--- config.mk ---
export PLATFORM = sky130hd
export DESIGN_NAME = periph_top
export DESIGN_NICKNAME = d
export VERILOG_FILES = /design/src/logic/soc_pkg.sv /design/src/logic/wb_decoder.sv /design/src/logic/switch_port.sv /design/src/logic/sys_ctrl_regs.sv /design/src/logic/periph_top.sv
export SDC_FILE = /design/constraint.sdc
export NUM_CORES = 1
export LEC_CHECK = 0
export BUFFER_PORTS_ARGS = -buffer_cell sky130_fd_sc_hd__buf_2
export CORE_MARGIN = 2
export CORE_UTILIZATION = 35
export DETAILED_ROUTE_END_ITERATION = 8
export PLACE_DENSITY = 0.75
export SYNTH_ARGS = -nofsm -noshare
export SYNTH_HDL_FRONTEND = slang
export SYNTH_SLANG_ARGS = --single-unit
export TNS_END_PERCENT = 100
--- constraint.sdc ---
create_clock -name i_wb_clk -period 3.67 [get_ports i_wb_clk]
set_input_delay 0.367 -clock i_wb_clk [delete_from_list [all_inputs] [get_ports i_wb_clk]]
set_output_delay 0.367 -clock i_wb_clk [all_outputs]
set_load 0.005 [all_outputs]
--- src/logic/soc_pkg.sv ---
// shared bus widths, address map and struct types of the peripheral block
// slot 0 holds the control registers, slot n+1 holds switch n
package soc_pkg;

  localparam int ADR_W = 8;
  localparam int DAT_W = 32;
  localparam int LED_W = 8;

  // each slot spans 16 bytes, four 32-bit words
  localparam int SLOT_LSB = 4;
  localparam int SLOT_W   = 3;
  localparam int OFS_W    = SLOT_LSB - 2;

  // word offsets inside slot 0
  localparam logic [OFS_W-1:0] REG_LED      = 2'd0;
  localparam logic [OFS_W-1:0] REG_IRQ_EN   = 2'd1;
  localparam logic [OFS_W-1:0] REG_IRQ_PEND = 2'd2;

  // switch register: bit 0 level, bit 1 pending (write 1 to clear)
  localparam int SW_PEND_BIT = 1;

  typedef struct packed {
    logic             cyc;
    logic             stb;
    logic             we;
    logic [ADR_W-1:0] adr;
    logic [DAT_W-1:0] dat;
  } wb_req_t;

  typedef struct packed {
    logic             ack;
    logic [DAT_W-1:0] rdt;
  } wb_rsp_t;

  typedef struct packed {
    logic              valid;
    logic              we;
    logic [SLOT_W-1:0] slot;
    logic [OFS_W-1:0]  ofs;
    logic [DAT_W-1:0]  dat;
  } reg_access_t;

  typedef struct packed {
    logic pend;
    logic level;
  } sw_status_t;

endpackage

--- src/logic/wb_decoder.sv ---
// one request in flight; every request is acked one cycle after it is first seen
// address bits above the slot field make an access unmapped (acked, no effect)
`timescale 1ns/1ps

module wb_decoder #(
  parameter int N_SWITCHES = 3
) (
  input  logic                  i_wb_clk,
  input  logic                  i_rst_n,
  input  soc_pkg::wb_req_t      i_req,
  output logic                  o_ack,
  output soc_pkg::reg_access_t  o_access,
  output logic [N_SWITCHES-1:0] o_clr
);
  import soc_pkg::*;

  localparam int HI_LSB = SLOT_LSB + SLOT_W;

  logic accept;
  logic in_map;
  logic sw_clr;

  // no new request while the ack of the previous one is out
  assign accept = i_req.cyc && i_req.stb && !o_ack;
  assign in_map = (i_req.adr[ADR_W-1:HI_LSB] == '0);

  always_comb begin
    o_access.valid = accept && in_map;
    o_access.we    = i_req.we;
    o_access.slot  = i_req.adr[SLOT_LSB +: SLOT_W];
    o_access.ofs   = i_req.adr[2 +: OFS_W];
    o_access.dat   = i_req.dat;
  end

  // clear request: write to word 0 of a switch slot with the pending bit set
  assign sw_clr = o_access.valid && o_access.we && (o_access.ofs == '0)
                  && i_req.dat[SW_PEND_BIT];

  always_comb begin
    for (int i = 0; i < N_SWITCHES; i++) begin
      // switch i lives in slot i+1
      o_clr[i] = sw_clr && (o_access.slot == SLOT_W'(i + 1));
    end
  end

  always_ff @(posedge i_wb_clk or negedge i_rst_n) begin
    if (!i_rst_n) begin
      o_ack <= 1'b0;
    end else begin
      o_ack <= accept;
    end
  end

  // master holds stb through the ack cycle, a second ack would mean a double accept
  a_single_ack: assert property (
    @(posedge i_wb_clk) disable iff (!i_rst_n)
    o_ack |=> !o_ack
  );

endmodule

--- src/logic/switch_port.sv ---
// raw switch input is asynchronous; SYNC_STAGES flops plus one edge register
// any level change sets pending, a set in the same cycle as a clear wins
`timescale 1ns/1ps

module switch_port #(
  parameter int SYNC_STAGES = 2
) (
  input  logic                i_wb_clk,
  input  logic                i_rst_n,
  input  logic                i_switch,
  input  logic                i_clr,
  output soc_pkg::sw_status_t o_status
);

  logic [SYNC_STAGES-1:0] sync_q;
  logic                   level_q;
  logic                   pend_q;
  logic                   changed;

  // oldest stage is the synchronized level
  assign changed = sync_q[SYNC_STAGES-1] ^ level_q;

  always_ff @(posedge i_wb_clk or negedge i_rst_n) begin
    if (!i_rst_n) begin
      sync_q <= '0;
    end else begin
      sync_q[0] <= i_switch;
      for (int i = 1; i < SYNC_STAGES; i++) begin
        sync_q[i] <= sync_q[i-1];
      end
    end
  end

  always_ff @(posedge i_wb_clk or negedge i_rst_n) begin
    if (!i_rst_n) begin
      level_q <= 1'b0;
      pend_q  <= 1'b0;
    end else begin
      level_q <= sync_q[SYNC_STAGES-1];
      if (changed) begin
        pend_q <= 1'b1;
      end else if (i_clr) begin
        pend_q <= 1'b0;
      end
    end
  end

  assign o_status.level = level_q;
  assign o_status.pend  = pend_q;

  // pending only rises together with a new registered level
  a_pend_on_edge: assert property (
    @(posedge i_wb_clk) disable iff (!i_rst_n)
    $rose(pend_q) |-> (level_q != $past(level_q))
  );

endmodule

--- src/logic/sys_ctrl_regs.sv ---
// LED and interrupt-enable registers plus read mux; read data is zero outside acks
// pending register is read-only, clearing goes through the switch slots
`timescale 1ns/1ps

module sys_ctrl_regs #(
  parameter int N_SWITCHES = 3
) (
  input  logic                                   i_wb_clk,
  input  logic                                   i_rst_n,
  input  soc_pkg::reg_access_t                   i_access,
  input  soc_pkg::sw_status_t [N_SWITCHES-1:0]   i_status,
  output logic [soc_pkg::DAT_W-1:0]              o_rdt,
  output logic [soc_pkg::LED_W-1:0]              o_leds,
  output logic                                   o_interrupt
);
  import soc_pkg::*;

  logic [LED_W-1:0]      led_q;
  logic [N_SWITCHES-1:0] en_q;
  logic [N_SWITCHES-1:0] pend_vec;
  logic [DAT_W-1:0]      rd_mux;
  logic [DAT_W-1:0]      rdt_q;
  logic                  ctrl_wr;

  always_comb begin
    for (int i = 0; i < N_SWITCHES; i++) begin
      pend_vec[i] = i_status[i].pend;
    end
  end

  assign ctrl_wr = i_access.valid && i_access.we && (i_access.slot == '0);

  always_ff @(posedge i_wb_clk or negedge i_rst_n) begin
    if (!i_rst_n) begin
      led_q <= '0;
      en_q  <= '0;
    end else if (ctrl_wr) begin
      if (i_access.ofs == REG_LED) begin
        led_q <= i_access.dat[LED_W-1:0];
      end
      if (i_access.ofs == REG_IRQ_EN) begin
        en_q <= i_access.dat[N_SWITCHES-1:0];
      end
    end
  end

  always_comb begin
    rd_mux = '0;
    if (i_access.slot == '0) begin
      case (i_access.ofs)
        REG_LED:      rd_mux = {{(DAT_W-LED_W){1'b0}}, led_q};
        REG_IRQ_EN:   rd_mux = {{(DAT_W-N_SWITCHES){1'b0}}, en_q};
        REG_IRQ_PEND: rd_mux = {{(DAT_W-N_SWITCHES){1'b0}}, pend_vec};
        default:      rd_mux = '0;
      endcase
    end else begin
      // switch i sits at word 0 of slot i+1
      for (int i = 0; i < N_SWITCHES; i++) begin
        if (i_access.slot == SLOT_W'(i + 1) && i_access.ofs == '0) begin
          rd_mux = {{(DAT_W-2){1'b0}}, i_status[i]};
        end
      end
    end
  end

  // loaded on the access pulse, lines up with the decoder's ack
  always_ff @(posedge i_wb_clk or negedge i_rst_n) begin
    if (!i_rst_n) begin
      rdt_q <= '0;
    end else begin
      rdt_q <= i_access.valid ? rd_mux : '0;
    end
  end

  assign o_rdt       = rdt_q;
  assign o_leds      = led_q;
  assign o_interrupt = |(pend_vec & en_q);

  // one access pulse per bus cycle, never two back to back
  a_single_access: assert property (
    @(posedge i_wb_clk) disable iff (!i_rst_n)
    i_access.valid |=> !i_access.valid
  );

endmodule

--- src/logic/periph_top.sv ---
// slow peripheral block: Wishbone classic slave, switch ports, LEDs and interrupt
// N_SWITCHES must fit the slot field, at most 7
`timescale 1ns/1ps

module periph_top #(
  parameter int N_SWITCHES  = 3,
  parameter int SYNC_STAGES = 2
) (
  input  logic                         i_wb_clk,
  input  logic                         i_rst_n,
  input  soc_pkg::wb_req_t             i_req,
  output soc_pkg::wb_rsp_t             o_rsp,
  input  logic [N_SWITCHES-1:0]        i_switches,
  output logic [soc_pkg::LED_W-1:0]    o_leds,
  output logic                         o_interrupt
);
  import soc_pkg::*;

  logic                              ack;
  reg_access_t                       access;
  logic        [N_SWITCHES-1:0]      clr;
  sw_status_t  [N_SWITCHES-1:0]      status;
  logic        [DAT_W-1:0]           rdt;

  wb_decoder #(
    .N_SWITCHES (N_SWITCHES)
  ) u_decoder (
    .i_wb_clk (i_wb_clk),
    .i_rst_n  (i_rst_n),
    .i_req    (i_req),
    .o_ack    (ack),
    .o_access (access),
    .o_clr    (clr)
  );

  // one port per switch, clear pulses in, status out
  for (genvar gi = 0; gi < N_SWITCHES; gi++) begin : g_sw
    switch_port #(
      .SYNC_STAGES (SYNC_STAGES)
    ) u_switch (
      .i_wb_clk (i_wb_clk),
      .i_rst_n  (i_rst_n),
      .i_switch (i_switches[gi]),
      .i_clr    (clr[gi]),
      .o_status (status[gi])
    );
  end

  sys_ctrl_regs #(
    .N_SWITCHES (N_SWITCHES)
  ) u_regs (
    .i_wb_clk    (i_wb_clk),
    .i_rst_n     (i_rst_n),
    .i_access    (access),
    .i_status    (status),
    .o_rdt       (rdt),
    .o_leds      (o_leds),
    .o_interrupt (o_interrupt)
  );

  assign o_rsp = '{ack: ack, rdt: rdt};

endmodule

; After elaboration in Yosys (flattened, before gate mapping)
; Index checks and enable logic that the tools add are counted.
[word_totals]
regBits = 56
output_inout_bits = 42
wordCells = 57
latch_bits = 0
n_memories = 0
inputBits = 48
ramBits = 0
rom_bits = 0
[op_classes]
reduce_logical = 22
bitwise = 5
order_cmp = 0
div = 0
n_eq_ne = 5
add_sub_neg = 0
shift = 0
n_mul = 0
mux = 12
[ops]
columns = operator, count
row1 = 32-bit 2-to-1 mux, 2
row2 = 8-bit case mux with 3 select lines, 1
row3 = 1-bit logical AND, 13
row4 = 3-bit by 2-bit equality test with 1-bit output (second input constant), 2
row5 = 1-bit 2-to-1 mux, 6
row6 = 2-bit 2-to-1 mux, 3
row7 = 2-bit nonzero test, 3
row8 = 2-bit AND reduction, 2
row9 = 3-bit AND, 1
row10 = 3-bit by 1-bit equality test with 1-bit output (second input constant), 1
row11 = 3-bit zero test, 1
row12 = 3-bit OR reduction, 1
row13 = 1-bit bitwise XOR, 3
row14 = 2-bit by 1-bit equality test with 1-bit output (second input constant), 1
row15 = 2-bit equality test (second input constant), 1
row16 = 2-bit zero test, 1
row17 = 1-bit zero test, 1
row18 = 1-bit inverter, 1

; Depth between registers and ports, before layout
; Gate-level depths: netlist (run 1).
[logic_depth]
ltp_word = 9
mapped_depth = 4
mapped_depth_nobuf = 3

; Modules after synthesis
; From an unflattened synthesis (run 1), not the netlist that was laid out.
[unflattened]
cells_unflattened = 170
area_unflattened_um2 = 1915.6
[by_module_without_submodules]
columns = mod, area_each_um2, instances, cells_each, seq_area_each_um2
row1 = sys_ctrl_regs, 1108.6, 1, 92, 475.5
row2 = wb_decoder, 401.6, 1, 50, 25.0
row3 = switch_port, 132.6, 3, 9, 100.1
row4 = periph_top, 7.5, 1, 1, 0.0

; Worst setup path after synthesis (run 1)
; OpenSTA, ideal clock, no wires.
[synth_timing]
path_kind = input to register
startpoint = in i_req[36] (netlist bit)
endpoint = reg u_regs.led_q[0] (netlist: u_regs.o_leds[0])
stages = 4
setup_time_ns = 0.125
n_path_buf = 1
required_ns = 3.545
path_slack_ns = 2.294
t_arrival_ns = 1.251
cell_sequence = buf_2 nor4b_4 nand3_4 mux2_2
[synth_between]
elab_chain_len = 3
[synth_lines]
columns = element, line_no
row1 = start: declaration, periph_top.sv:11  ; input soc_pkg::wb_req_t i_req,
row2 = 3-bit zero test, sys_ctrl_regs.sv:31  ; assign ctrl_wr = i_access.valid && i_access.we && (i_access.slot == '0);
row3 = 1-bit logical AND, sys_ctrl_regs.sv:31
row4 = 2-bit AND reduction (no line), -
row5 = end signal: assignment, sys_ctrl_regs.sv:39  ; led_q <= i_access.dat[LED_W-1:0];
row6 = end: declaration, sys_ctrl_regs.sv:18  ; logic [LED_W-1:0] led_q;
; Every way passes these cells.
; A chain may end at the register's enable or synchronous reset.

; Worst setup path in the final report (run 1)
[layout_timing]
startpoint = reg g_sw[2].u_switch.pend_q
endpoint = out o_interrupt
[layout_between]
elab_chain_len = 2
[layout_lines]
columns = element, line_no
row1 = start: declaration, switch_port.sv:17  ; logic pend_q;
row2 = start signal: assignment, switch_port.sv:37  ; pend_q <= 1'b0;
row3 = start signal: assignment, switch_port.sv:41  ; pend_q <= 1'b1;
row4 = start signal: assignment, switch_port.sv:43  ; pend_q <= 1'b0;
row5 = 3-bit AND, sys_ctrl_regs.sv:77  ; assign o_interrupt = |(pend_vec & en_q);
row6 = 3-bit OR reduction, sys_ctrl_regs.sv:77
row7 = end: declaration, periph_top.sv:15  ; output logic o_interrupt
; Every way passes these cells.

==> impl_metrics.json, run 1 <==
{
  "dr.pass1.iters": 4,
  "port_buffers": 39,
  "syn2layout_area_growth_pct": 15.12,
  "final_cells": 218,
  "yosysTopAreaCell": "dfrtp_1",
  "ys_warn_count": 0,
  "fin_tns_setup_ns": 0,
  "status": "complete, no violations",
  "cts_buffer_depth": 2,
  "r2r-start": "u_decoder.o_ack",
  "post-place-cells": 211,
  "yosys.area.top_type_share": 0.5174,
  "reg2reg_depth": 3,
  "internal_power_mw": 0.5584,
  "layout_commonest_cell": "buf_2",
  "met3_usage": 0.05772,
  "rsz0062_at_grt": "no",
  "vdd_drop_max_mv": 0.1339,
  "worstMarginPinSlew_ns": 0.6841,
  "remaining_drc_errors": 0,
  "busiest_layer": "met2",
  "overflow": 0,
  "cp_cell_sequence": "a222oi_1 > inv_1 > buf_2",
  "die-area_um2": 4970,
  "seq_area_frac_synth": 0.5174,
  "fp.dieW_um": 70.50,
  "startpoint_type": "flip-flop",
  "p_seq_frac": 0.515,
  "crit_path_max_incr_delay_ns": 0.41,
  "critPathMaxFanout": 4,
  "use_met2": 0.1625,
  "start_util": 0.3604,
  "combPwrFrac": 0.090,
  "antenna_found_initial": 0,
  "fin_skew_ns": 0.002328,
  "max_freq_mhz": 630.2,
  "switching_share": 0.2236,
  "clkLatencyLatePin_ns": 0.27,
  "cts_htree_levels": 2,
  "clk_pin_slew_ns": 0.06,
  "avgViaCountPerCell": 4.725,
  "syn_inst": 125,
  "critical_path_class": "reg2out",
  "slew_viol_final": 0,
  "cts_resized": 0,
  "dpl.hpwl_um": 2039,
  "coreArea_um2": 4294,
  "slowest_stage": "dfrtp_1",
  "grt_util_all_layers": 0.1168,
  "yosys.cell_types.count": 32,
  "routedWlPerCell_um": 12.44,
  "cp_data_arrival_time_ns": 1.22,
  "timing.critical_path.buf_inv": 2,
  "grt_max_degree": 33,
  "wirelength_um": 2712,
  "hold_class": "in2async",
  "tritoncts": "done",
  "netlist_area_um2": 1548,
  "grt_pass1_vias": 932,
  "num_rows": 24,
  "final_util": 0.4149,
  "p_sw_mw": 0.1608,
  "io_pins": 90,
  "cp.required_ns": 3.30,
  "r2r-end": "g_sw[1].u_switch.pend_q",
  "synth.area.top_cells": "dfrtp_1 52%, buf_4 12%, mux2_2 10%",
  "max_slew_margin": 0.5439,
  "avgSynthCellArea_um2": 12.38,
  "drive_gt1_frac": 0.4096,
  "layout_common_cells": "39 x buf_2, 32 x dfrtp_1, 24 x conb_1, 14 x mux2_2, 7 x clkbuf_8",
  "power.share.clock": 0.395,
  "ctsRootBufferMaster": "clkbuf_8",
  "period_minus_slack_ns": 1.587,
  "maxCapViolCount": 0,
  "met1_usage": 0.1442,
  "cts_setup_buffers": 0,
  "die_h_um": 70.50,
  "rrSetupSlack_ns": 2.28,
  "diodes": 0,
  "cts_made_buffers": 5,
  "power.leakage_nw": 0.9034,
  "power_density_nw_per_um2": 403.7,
  "cts_sinks": 32,
  "ant_nets": 0,
  "hold_buffers": 0,
  "ys_seq_elements": 32,
  "drt_iter0_drc": 57,
  "finalSetupViolations": 0,
  "nets": 214,
  "globalplace.congestion": 0.9337,
  "path_delay_family": "flip-flops",
  "min_period_over_period": 0.4323,
  "finalHoldViolations": 0,
  "crit_path_end_kind": "output port",
  "grt_pass1_wl_um": 4381,
  "dr_total_vias": 1030
}
[layout make-up]
class / instances / area, um2
Fill cell: 418 / 2512
Multi-Input combinational cell: 85 / 613.1
Tap cell: 52 / 65.06
Sequential cell: 32 / 800.8
Timing Repair Buffer: 39 / 195.2
Clock buffer: 7 / 96.34
Inverter: 3 / 11.26
[sequential cells by signal, indices dropped and copies added, names as in the netlist]
name,flops
u_regs.o_rdt,8
g_sw.u_switch.sync_q,6
g_sw.u_switch.pend_q,3
u_regs.en_q,3
u_regs.o_leds,8
g_sw.u_switch.level_q,3
u_decoder.o_ack,1
[worst reg2reg max path, stage by stage (launching register included)]
cell       delay (ns)
dfrtp_1          0.40
nand4bb_1        0.37
o41ai_1          0.43
nand2_1          0.08
[power groups by stage]
stage / sequential (mW) / clock, mW / combinational (mW)
floorplan: 0.376 / 0 / 0.0549
global placement: 0.377 / 0 / 0.0645
detailed placement: 0.377 / 0 / 0.0651
CTS: 0.371 / 0.296 / 0.0654
global route: 0.372 / 0.313 / 0.0736
finish: 0.371 / 0.284 / 0.0648
[worst max path at each step]
stage,from,end,cells past startpoint
floorplan,i_req[36],u_regs.o_leds[0],4
global placement,i_req[38],u_regs.o_rdt[0],4
detailed placement,i_req[38],u_regs.o_leds[5],4
CTS,u_regs.en_q[2],o_interrupt,3
global route,u_regs.en_q[2],o_interrupt,3
finish,g_sw[2].u_switch.pend_q,o_interrupt,3
[Yosys cell counts, drive strengths merged]
library cell and number:
a211oi 1, a221oi 2, a222oi 1, a311oi 2
a31oi 2, and2 5, and3 1, and4bb 2
buf 28, conb 1, dfrtp 32, inv 3
mux2 14, nand2 6, nand3 2, nand3b 1
nand4 4, nand4bb 2, nor2 3, nor2b 1
nor3 2, nor4b 1, o31ai 2, o41ai 1
or2b 1, or3 1, or3b 1, xnor2 3
[logic make-up (layout without fill, tap and decap cells)]
group,Yosys count,after routing,synth area share
AND/OR/NAND/NOR,33,33,0.1617
XOR/XNOR,3,3,0.01698
flip-flops,32,32,0.5174
multiplexers,14,14,0.1019
other,1,24,0.002423
AO/OA/AOI/OAI,11,11,0.05740
buffers and inverters,31,49,0.1423
[metal layers]
layer / share of wire / vias up
met5: 0 / -
met4: 0.022 / 0
met3: 0.11 / 7
met2: 0.43 / 52
met1: 0.44 / 498
li1: - / 473
[through the flow]
step / total power, mW / worst slack (ns) / cell area [um2] / hold slack (ns)
CTS: 0.7318 / 2.049 / 1782 / 0.1525
global placement: 0.4412 / 2.130 / 1685 / 0.3328
finish: 0.7193 / 2.083 / 1782 / 0.1271
global route: 0.7589 / 1.933 / 1782 / 0.1740
detailed placement: 0.4423 / 2.119 / 1685 / 0.3347
floorplan: 0.4311 / 2.294 / 1634 / 0.07141
Power figures use the tool's default switching activity.
==> run 2, diff against run 1 <==
Settings changed: PLACE_DENSITY 0.75 to 0.78.
Clock period 3.67 ns to 1.4 ns, I/O delays scaled along.
==> impl_metrics.json, run 2 (synthesis gave the netlist of run 1 again) <==
{
  "status": "finished with violations",
  "layout_common_cells": "39 x buf_2, 32 x dfrtp_1, 24 x conb_1, 14 x mux2_2, 6 x nand2_1",
  "overflow": 0,
  "drive_gt1_frac": 0.4220,
  "slowest_stage": "dfrtp_1",
  "layout_commonest_cell": "buf_2",
  "r2r-start": "u_decoder.o_ack",
  "violations": "setup timing",
  "fp.dieW_um": 70.50,
  "nets": 220,
  "avgViaCountPerCell": 4.569,
  "max_freq_mhz": 713.0,
  "globalplace.congestion": 0.9122,
  "remaining_drc_errors": 0,
  "crit_path_end_kind": "output port",
  "clk_pin_slew_ns": 0.06,
  "setup_slack_ns": -0.002542,
  "rsz0062_at_grt": "yes",
  "wirelength_um": 2756,
  "grt_pass1_wl_um": 4788,
  "cts_sinks": 32,
  "fin_skew_ns": 0.003089,
  "fin_tns_setup_ns": -0.002542,
  "maxCapViolCount": 0,
  "tritoncts": "done",
  "grt_max_degree": 19,
  "startpoint_type": "flip-flop",
  "power_density_nw_per_um2": 1077,
  "drt_iter0_drc": 148,
  "grt_util_all_layers": 0.1236,
  "post-place-cells": 213,
  "hold_depth": 2,
  "cp_cell_sequence": "a222oi_1 > inv_1 > buf_2",
  "finalSetupViolations": 1,
  "critical_path_class": "reg2out",
  "crit_path_max_incr_delay_ns": 0.40,
  "cp.required_ns": 1.26,
  "vdd_drop_max_mv": 0.3415,
  "final_cells": 225,
  "nFillCells": 423,
  "dr.pass1.iters": 5,
  "clkLatencyLatePin_ns": 0.28,
  "min-delay-start": "i_req[3]",
  "worstHoldEndpoint": "u_regs.o_leds[3]",
  "grt_pass1_vias": 1024,
  "routedWlPerCell_um": 12.25,
  "antenna_found_initial": 0,
  "rrSetupSlack_ns": 0.06,
  "cp_data_arrival_time_ns": 1.26,
  "critPathMaxFanout": 3,
  "multi_input_area_um2": 625.6,
  "min_period_over_period": 1.002,
  "finalHoldViolations": 0,
  "port_buffers": 39,
  "diodes": 0,
  "coreArea_um2": 4294,
  "dpl.hpwl_um": 2126,
  "die_h_um": 70.50,
  "period_minus_slack_ns": 1.403,
  "syn2layout_area_growth_pct": 21.26,
  "post-place-ws_ns": 0.03069,
  "ctsRootBufferMaster": "clkbuf_8",
  "r2r-end": "u_regs.o_leds[4]",
  "slew_viol_final": 0,
  "cts_made_buffers": 5,
  "cts_htree_levels": 2,
  "path_delay_family": "flip-flops",
  "dr_total_vias": 1028,
  "start_util": 0.3604,
  "ant_nets": 0,
  "fin_total_pwr_mw": 2.020,
  "regArea_um2": 800.8,
  "num_rows": 24,
  "cts_buffer_depth": 2,
  "io_pins": 90,
  "timing.critical_path.buf_inv": 2,
  "hold_class": "in2reg",
  "reg2reg_depth": 3,
  "power.leakage_nw": 0.9442,
  "die-area_um2": 4970
}
-- run 2: timing repair --
action	CTS	global route
hold buffers	4	0
hold endpoints to repair	17	0
gates resized for setup	0	2
setup buffers	0	0
endpoints found under the setup margin	0	4
-- run 2: metal layers --
layer / track usage / share of wire / up-vias / wire, um
li1: - / - / 483 / -
met1: 0.1546 / 0.42 / 496 / 1161
met2: 0.1866 / 0.47 / 42 / 1305
met4: 0.05128 / 0.016 / 0 / 44
met5: 0 / 0 / - / 0
met3: 0.05483 / 0.089 / 7 / 244
-- run 2: layout make-up --
type	instances	share of cell area
Inverter	3	0.006000
Tap cell	52	0.03467
Multi-Input combinational cell	85	0.3333
Sequential cell	32	0.4267
Timing Repair Buffer	45	0.1400
Clock inverter	3	0.02267
Clock buffer	5	0.03667
-- run 2: through the flow --
step	area, um2	utilization	hold slack [ns]
6_report	1877	0.4371	0.08982
5_1_grt	1877	0.4371	0.08231
4_1_cts	1864	0.4341	0.07737
3_5_place_dp	1713	0.3989	0.07075
3_3_place_gp	1713	0.3989	0.07048
2_1_floorplan	1634	-	-0.1556
-- run 2: how the worst max path moves through the flow --
stage / startpoint / to / slack, ns / depth (start not counted)
6_report: u_regs.en_q[2] / o_interrupt / -0.003 / 3
5_1_grt: g_sw[2].u_switch.pend_q / o_interrupt / -0.14 / 3
4_1_cts: u_regs.en_q[2] / o_interrupt / 0.002 / 3
3_5_place_dp: u_decoder.o_ack / g_sw[1].u_switch.pend_q / 0.03 / 3
3_3_place_gp: u_decoder.o_ack / u_regs.o_leds[4] / 0.08 / 3
2_1_floorplan: u_decoder.o_ack / u_regs.o_leds[0] / 0.16 / 3
-- run 2: report_power, final --
part	internal [mW]	leakage [nW]	switching [mW]
registers	0.953	0.408	0.0181
logic	0.0880	0.482	0.101
clock network	0.526	0.0541	0.334
total	1.57	0.944	0.453
-- run 2: worst register-to-register path, delay by kind of cell (launching register included) --
kind,cells,cell delay [ns]
flip-flops,1,0.40
multiplexers,1,0.31
AND/OR/NAND/NOR,2,0.52
